[config.mk]
export PLATFORM = sky130hd
export DESIGN_NAME = demux_top
export DESIGN_NICKNAME = d
export VERILOG_FILES = /design/src/demux_pkg.sv /design/src/tag_router.sv /design/src/chan_fifo.sv /design/src/chan_cfg_regs.sv /design/src/tagged_demux_fifo.sv /design/src/demux_top.sv
export VERILOG_INCLUDE_DIRS = /design/src
export SDC_FILE = /design/constraint.sdc
export NUM_CORES = 1
export LEC_CHECK = 0
export BUFFER_PORTS_ARGS = -buffer_cell sky130_fd_sc_hd__buf_4
export CAP_MARGIN = 20
export CORE_UTILIZATION = 35
export DETAILED_ROUTE_END_ITERATION = 6
export PLACE_DENSITY = 0.62
export RECOVER_POWER = 50
export SLEW_MARGIN = 20
export SYNTH_ARGS = -nofsm -noshare
export SYNTH_HDL_FRONTEND = slang
export SYNTH_SLANG_ARGS = --single-unit
[constraint.sdc]
create_clock -name clk_i -period 2.5 [get_ports clk_i]
set_clock_uncertainty 0.05 [all_clocks]
set_input_delay 0.25 -clock clk_i [delete_from_list [all_inputs] [get_ports clk_i]]
set_output_delay 0.25 -clock clk_i [all_outputs]
set_load 0.02 [all_outputs]
[src/demux_params.svh]
// ~~~~~~~~~~~~~~~~~~~~~~~~~~~~~~~~~~~~~~~~
// tagged demux buffer parameters
// channel count, widths, depth and bypass mask
// ~~~~~~~~~~~~~~~~~~~~~~~~~~~~~~~~~~~~~~~~
`ifndef DEMUX_PARAMS_SVH
`define DEMUX_PARAMS_SVH

`define DEMUX_NUM_CHAN 4
`define DEMUX_DATA_W 16
// words of storage per buffered channel
`define DEMUX_ELS 4
// channels set here come out without a FIFO
`define DEMUX_UNBUF_MASK 4'b1000
`define DEMUX_DROP_W 8
`define DEMUX_TAG_W (($clog2(`DEMUX_NUM_CHAN) > 0) ? $clog2(`DEMUX_NUM_CHAN) : 1)

`endif

[src/demux_pkg.sv]
// ~~~~~~~~~~~~~~~~~~~~~~~~~~~~~~~~~~~~~~~~
// tagged demux buffer types
// input beat and configuration write words
// ~~~~~~~~~~~~~~~~~~~~~~~~~~~~~~~~~~~~~~~~
`include "demux_params.svh"

package demux_pkg;

   typedef logic [`DEMUX_TAG_W-1:0] tag_t;

   typedef logic [`DEMUX_DATA_W-1:0] data_t;

   // one word of the multiplexed input stream, tag in the upper bits
   typedef struct packed {
      tag_t  tag;
      data_t data;
   } beat_t;

   // wr loads the enable mask, clr zeroes the drop counter on its own
   typedef struct packed {
      logic                       wr;
      logic [`DEMUX_NUM_CHAN-1:0] en;
      logic                       clr;
   } cfg_wr_t;

endpackage

[src/tag_router.sv]
// ~~~~~~~~~~~~~~~~~~~~~~~~~~~~~~~~~~~~~~~~
// tag router
// steers a tagged beat to one channel strobe
// ~~~~~~~~~~~~~~~~~~~~~~~~~~~~~~~~~~~~~~~~
`timescale 1ns/1ns
`include "demux_params.svh"

module tag_router import demux_pkg::*;
(
   input  logic                       clk_i,
   input  logic                       rst_n_i,
   input  logic                       v_i,
   input  tag_t                       tag_i,
   input  logic [`DEMUX_NUM_CHAN-1:0] chan_en_i,
   input  logic [`DEMUX_NUM_CHAN-1:0] ready_i,
   output logic                       yumi_o,
   output logic [`DEMUX_NUM_CHAN-1:0] wr_o,
   output logic                       drop_o
);

   logic [`DEMUX_NUM_CHAN-1:0] hit;
   logic                       en_t;
   logic                       rdy_t;

   // a tag past the channel count hits nothing and looks like a disabled channel
   always_comb
   begin
      en_t  = 1'b0;
      rdy_t = 1'b0;
      for (int c = 0; c < `DEMUX_NUM_CHAN; c++)
      begin
         hit[c]  = (tag_i == tag_t'(c));
         wr_o[c] = v_i & hit[c] & chan_en_i[c] & ready_i[c];
         en_t    = en_t | (hit[c] & chan_en_i[c]);
         rdy_t   = rdy_t | (hit[c] & ready_i[c]);
      end
   end

   // disabled channels always swallow their beat
   assign yumi_o = v_i & (~en_t | rdy_t);
   assign drop_o = yumi_o & ~en_t;

   a_tag_range: assert property (@(posedge clk_i) disable iff (!rst_n_i)
      yumi_o |-> (int'(tag_i) < `DEMUX_NUM_CHAN));

endmodule

[src/chan_fifo.sv]
// ~~~~~~~~~~~~~~~~~~~~~~~~~~~~~~~~~~~~~~~~
// channel FIFO
// one read, one write, valid/ready in and valid/yumi out
// ~~~~~~~~~~~~~~~~~~~~~~~~~~~~~~~~~~~~~~~~
`timescale 1ns/1ns
`include "demux_params.svh"

module chan_fifo import demux_pkg::*;
#(
   parameter int els = `DEMUX_ELS
)
(
   input  logic  clk_i,
   input  logic  rst_n_i,
   input  logic  v_i,
   input  data_t data_i,
   output logic  ready_o,
   output logic  v_o,
   output data_t data_o,
   input  logic  yumi_i
);

   localparam int ptr_w = (els > 1) ? $clog2(els) : 1;
   localparam int cnt_w = $clog2(els + 1);

   data_t            mem [els];
   logic [ptr_w-1:0] wr_ptr;
   logic [ptr_w-1:0] rd_ptr;
   logic [cnt_w-1:0] count;

   // full and empty come straight from the occupancy count
   assign ready_o = (count != cnt_w'(els));
   assign v_o     = (count != '0);
   assign data_o  = mem[rd_ptr];

   always_ff @(posedge clk_i)
   begin
      if (v_i)
      begin
         mem[wr_ptr] <= data_i;
      end
   end

   always_ff @(posedge clk_i)
   begin
      if (!rst_n_i)
      begin
         wr_ptr <= '0;
         rd_ptr <= '0;
         count  <= '0;
      end
      else
      begin
         if (v_i)
         begin
            wr_ptr <= (wr_ptr == ptr_w'(els - 1)) ? '0 : wr_ptr + 1'b1;
         end
         if (yumi_i)
         begin
            rd_ptr <= (rd_ptr == ptr_w'(els - 1)) ? '0 : rd_ptr + 1'b1;
         end
         // a read and a write in one cycle leave the count unchanged
         case ({v_i, yumi_i})
            2'b10:   count <= count + 1'b1;
            2'b01:   count <= count - 1'b1;
            default: count <= count;
         endcase
      end
   end

   // the router upstream must respect ready, the consumer must respect valid
   a_no_overflow: assert property (@(posedge clk_i) disable iff (!rst_n_i)
      v_i |-> ready_o);

   a_no_underflow: assert property (@(posedge clk_i) disable iff (!rst_n_i)
      yumi_i |-> v_o);

endmodule

[src/chan_cfg_regs.sv]
// ~~~~~~~~~~~~~~~~~~~~~~~~~~~~~~~~~~~~~~~~
// channel configuration registers
// enable mask and saturating drop counter
// ~~~~~~~~~~~~~~~~~~~~~~~~~~~~~~~~~~~~~~~~
`timescale 1ns/1ns
`include "demux_params.svh"

module chan_cfg_regs import demux_pkg::*;
(
   input  logic                       clk_i,
   input  logic                       rst_n_i,
   input  cfg_wr_t                    cfg_i,
   input  logic                       drop_i,
   output logic [`DEMUX_NUM_CHAN-1:0] chan_en_o,
   output logic [`DEMUX_DROP_W-1:0]   drop_count_o
);

   logic cnt_sat;

   assign cnt_sat = (drop_count_o == '1);

   // all channels come out of reset enabled
   always_ff @(posedge clk_i)
   begin
      if (!rst_n_i)
      begin
         chan_en_o <= '1;
      end
      else if (cfg_i.wr)
      begin
         chan_en_o <= cfg_i.en;
      end
   end

   // clear wins over a drop seen in the same cycle
   always_ff @(posedge clk_i)
   begin
      if (!rst_n_i)
      begin
         drop_count_o <= '0;
      end
      else if (cfg_i.clr)
      begin
         drop_count_o <= '0;
      end
      else if (drop_i && !cnt_sat)
      begin
         drop_count_o <= drop_count_o + 1'b1;
      end
   end

   // without a clear the counter only ever moves up, so it never wraps
   a_drop_monotonic: assert property (@(posedge clk_i) disable iff (!rst_n_i)
      !cfg_i.clr |=> (drop_count_o >= $past(drop_count_o)));

endmodule

[src/tagged_demux_fifo.sv]
// ~~~~~~~~~~~~~~~~~~~~~~~~~~~~~~~~~~~~~~~~
// tagged one-to-many demux buffer
// routes each beat into a per-channel FIFO or bypass
// ~~~~~~~~~~~~~~~~~~~~~~~~~~~~~~~~~~~~~~~~
`timescale 1ns/1ns
`include "demux_params.svh"

module tagged_demux_fifo import demux_pkg::*;
#(
   parameter int els = `DEMUX_ELS
)
(
   input  logic                       clk_i,
   input  logic                       rst_n_i,
   input  logic                       v_i,
   input  beat_t                      beat_i,
   output logic                       yumi_o,
   input  logic [`DEMUX_NUM_CHAN-1:0] chan_en_i,
   output logic                       drop_o,
   output logic [`DEMUX_NUM_CHAN-1:0] v_o,
   output data_t [`DEMUX_NUM_CHAN-1:0] data_o,
   input  logic [`DEMUX_NUM_CHAN-1:0] yumi_i
);

   localparam logic [`DEMUX_NUM_CHAN-1:0] unbuf_mask = `DEMUX_UNBUF_MASK;

   logic [`DEMUX_NUM_CHAN-1:0] wr;
   logic [`DEMUX_NUM_CHAN-1:0] ready;

   tag_router tag_router_inst (
      .clk_i     (clk_i),
      .rst_n_i   (rst_n_i),
      .v_i       (v_i),
      .tag_i     (beat_i.tag),
      .chan_en_i (chan_en_i),
      .ready_i   (ready),
      .yumi_o    (yumi_o),
      .wr_o      (wr),
      .drop_o    (drop_o)
   );

   for (genvar i = 0; i < `DEMUX_NUM_CHAN; i++)
   begin : g_chan
      if (unbuf_mask[i])
      begin : g_unbuf
         // bypass channel, the consumer is assumed always ready so yumi_i is ignored
         assign v_o[i]    = wr[i];
         assign data_o[i] = beat_i.data;
         assign ready[i]  = 1'b1;
      end
      else
      begin : g_buf
         chan_fifo #(
            .els (els)
         ) chan_fifo_inst (
            .clk_i   (clk_i),
            .rst_n_i (rst_n_i),
            .v_i     (wr[i]),
            .data_i  (beat_i.data),
            .ready_o (ready[i]),
            .v_o     (v_o[i]),
            .data_o  (data_o[i]),
            .yumi_i  (yumi_i[i])
         );
      end
   end

endmodule

[src/demux_top.sv]
// ~~~~~~~~~~~~~~~~~~~~~~~~~~~~~~~~~~~~~~~~
// demux top level
// config registers around the tagged demux buffer
// ~~~~~~~~~~~~~~~~~~~~~~~~~~~~~~~~~~~~~~~~
`timescale 1ns/1ns
`include "demux_params.svh"

module demux_top import demux_pkg::*;
(
   input  logic                        clk_i,
   input  logic                        rst_n_i,
   input  logic                        v_i,
   input  beat_t                       beat_i,
   output logic                        yumi_o,
   output logic [`DEMUX_NUM_CHAN-1:0]  v_o,
   output data_t [`DEMUX_NUM_CHAN-1:0] data_o,
   input  logic [`DEMUX_NUM_CHAN-1:0]  yumi_i,
   input  cfg_wr_t                     cfg_i,
   output logic [`DEMUX_DROP_W-1:0]    drop_count_o
);

   logic [`DEMUX_NUM_CHAN-1:0] chan_en;
   logic                       drop;

   chan_cfg_regs chan_cfg_regs_inst (
      .clk_i        (clk_i),
      .rst_n_i      (rst_n_i),
      .cfg_i        (cfg_i),
      .drop_i       (drop),
      .chan_en_o    (chan_en),
      .drop_count_o (drop_count_o)
   );

   tagged_demux_fifo #(
      .els (`DEMUX_ELS)
   ) tagged_demux_fifo_inst (
      .clk_i     (clk_i),
      .rst_n_i   (rst_n_i),
      .v_i       (v_i),
      .beat_i    (beat_i),
      .yumi_o    (yumi_o),
      .chan_en_i (chan_en),
      .drop_o    (drop),
      .v_o       (v_o),
      .data_o    (data_o),
      .yumi_i    (yumi_i)
   );

endmodule

==> impl_metrics.json <==
{
  "diodes": 0,
  "clk_path_buf_depth": 3,
  "synth_top_family_by_area": "multiplexers",
  "post-route-min-period_ns": 2.22,
  "cts.sinks": 231,
  "clkLatencyLatePin_ns": 0.51,
  "hp-class": "primary input to register",
  "path_common_cell": "buf_4",
  "num_io_pins": 108,
  "yosys-top-cells-count": "edfxtp_1 (192), mux4_2 (48), dfxtp_1 (39)",
  "avgSynthCellArea_um2": 18.5,
  "antenna_found_initial": 0,
  "drc": 0,
  "end_kind": "output port",
  "start_kind": "register",
  "clockRootBuffer": "clkbuf_16",
  "fillerInstances": 2315,
  "synth_mux_area_frac": 0.137,
  "rrSetupSlack_ns": 0.30,
  "rsz0062_at_grt": "no",
  "final_max_slew_viol_count": 0,
  "rows": 59,
  "path_cells": "buf_4 > mux4_2 > buf_4",
  "required_ns": 2.20,
  "dieArea_um2": 27000,
  "path_class": "register to output port",
  "drt-initial-drc-count": 223,
  "synthXorXnorAreaFrac": 0.00570,
  "grt_util_all_layers": 0.136,
  "outcome": "complete, no violations",
  "fmax_mhz": 450,
  "hold_viol_final": 0,
  "p_per_area_nw_per_um2": 781,
  "synth_edf_count": 192,
  "synthSimpleGateAreaFrac": 0.0539,
  "gp_congestion": 0.786,
  "peakVddDrop_v": 0.000423,
  "yosysTopAreaCell": "edfxtp_1",
  "cts_made_buffers": 25,
  "setup_viol": 0,
  "portBuffers": 106,
  "synth_area_leaders": "edfxtp_1 (63%), mux4_2 (12%), dfxtp_1 (8.5%)",
  "coreArea_um2": 25900,
  "die_y_um": 164,
  "routedWlPerCell_um": 18.1,
  "critPathMaxFanout": 16,
  "wl_um": 18000,
  "nets": 696,
  "synthAdderAreaFrac": 0.0323,
  "via_per_inst": 4.87,
  "place_hpwl_um": 11400,
  "drive_gt1_frac": 0.256,
  "fp.dieW_um": 164,
  "synth.distinct_cells": 44,
  "vias": 4846,
  "critPathSlowestCell": "mux4_2",
  "ant_nets": 0,
  "fin_crit_sh": 0.890,
  "slowest_delay_ns": 0.60,
  "cts_tree": "done",
  "grt_max_degree": 28,
  "synth_top_area_frac": 0.626,
  "tns_ns": 0,
  "power.leakage_nw": 3.84,
  "tightest_slew_ns": 0.663,
  "yosysSeqAreaShare": 0.710,
  "synth_seq_cells": 231,
  "yosysMostFrequentCell": "edfxtp_1",
  "hp-start": "cfg_i[0]",
  "ctsHtreeMaxLevel": 1,
  "drt_first_pass_iters": 4,
  "synth_compound_area_frac": 0.0284,
  "crit_arrival_ns": 1.92,
  "power_w": 0.00879,
  "synth-async-reset-ratio": 0,
  "synthesis.area_um2": 9220,
  "drv_cap": 0,
  "cts.clk_slew.worst_paths_ns": 0.06,
  "grt_pass1_vias": 5148,
  "overflow": 0,
  "synth_nets": 551,
  "initial_utilization": 0.356,
  "area_delta_synth_final_pct": 22.1,
  "syn_inst": 498,
  "yosysWarnings": 0,
  "ys.flop_type": "edfxtp_1",
  "slew_headroom": 0.558,
  "grt_pass1_wl_um": 28000
}
repair_timing:
| action | CTS | global route |
|---|---|---|
| hold buffers | 28 | 0 |
| buffers inserted | 0 | 0 |
| gates resized for setup | 0 | 0 |
| endpoints found under the hold margin | 196 | 0 |
layout make-up:
class	instances	area, um2	share of cell area
Multi-Input combinational cell	214	2360	0.210
Tap cell	335	419	0.0372
Sequential cell	231	6550	0.582
Clock inverter	13	155	0.0138
Timing Repair Buffer	155	1070	0.0947
Clock buffer	31	648	0.0576
Inverter	16	60.1	0.00534
cell usage in the layout, fill, tap and decap left out, drive strengths merged, types with 17 or more instances in the layout:
master	n
edfxtp	192
buf	82
clkbuf	76
mux4	48
dfxtp	39
dlygate4sd3	28
ha	19
and2	18
inv	18
mux2i	17
critical path, delay by kind of cell (launching register included):
| family | cells | cell delay [ns] |
|---|---|---|
| DFF | 1 | 0.31 |
| buffers and inverters | 2 | 0.50 |
| muxes | 1 | 0.60 |
state kept, by name, summed over array words and instances, names as in the netlist, named ones only:
register and cells:
chan_cfg_regs_inst.chan_en_o 4, chan_cfg_regs_inst.drop_count_o 8, tagged_demux_fifo_inst.g_chan.g_buf.chan_fifo_inst.count 9, tagged_demux_fifo_inst.g_chan.g_buf.chan_fifo_inst.mem 192, tagged_demux_fifo_inst.g_chan.g_buf.chan_fifo_inst.rd_ptr 6, tagged_demux_fifo_inst.g_chan.g_buf.chan_fifo_inst.wr_ptr 6
per-layer routing:
layer,global-route usage,vias up,part of all wire
li1,-,2219,-
met1,0.166,2483,0.41
met2,0.248,120,0.53
met3,0.0245,24,0.042
met4,0.0299,0,0.018
met5,0,-,0
report_power, final:
group / switching, W / leakage [nW] / total [W] / internal [W]
clock network: 0.00145 / 0.393 / 0.00361 / 0.00216
logic: 0.000481 / 1.39 / 0.000879 / 0.000398
registers: 0.0000521 / 2.05 / 0.00430 / 0.00425
total: 0.00199 / 3.84 / 0.00879 / 0.00681
logic make-up (layout without fill, tap and decap cells):
logic type,after synthesis,count (layout)
and+or+nand+nor,87,87
adders and majority gates,22,22
AOI/OAI and AO/OA,33,33
muxes,66,66
DFF,231,231
xor gates and xnor gates,6,6
buffers and inverters,53,215
path summary, 6_finish.rpt:
path,cells past startpoint,end
worst max-delay path,3,data_o[5]
worst min-delay path,4,chan_cfg_regs_inst.drop_count_o[5]
worst max register to register,8,register
worst min register to register,2,chan_cfg_regs_inst.drop_count_o[5]
stage by stage:
stage	setup WS [ns]	area, um2	util	hold WS, ns	instances
2_1_floorplan	0.236	9220	-	0.299	498
3_3_place_gp	0.372	10400	0.400	0.416	923
3_5_place_dp	0.221	10400	0.400	0.423	923
4_1_cts	0.214	11400	0.441	0.0204	995
5_1_grt	0.109	11300	0.434	0.0347	995
6_report	0.275	11300	0.434	0.0386	995
Power figures use the tool's default switching activity.
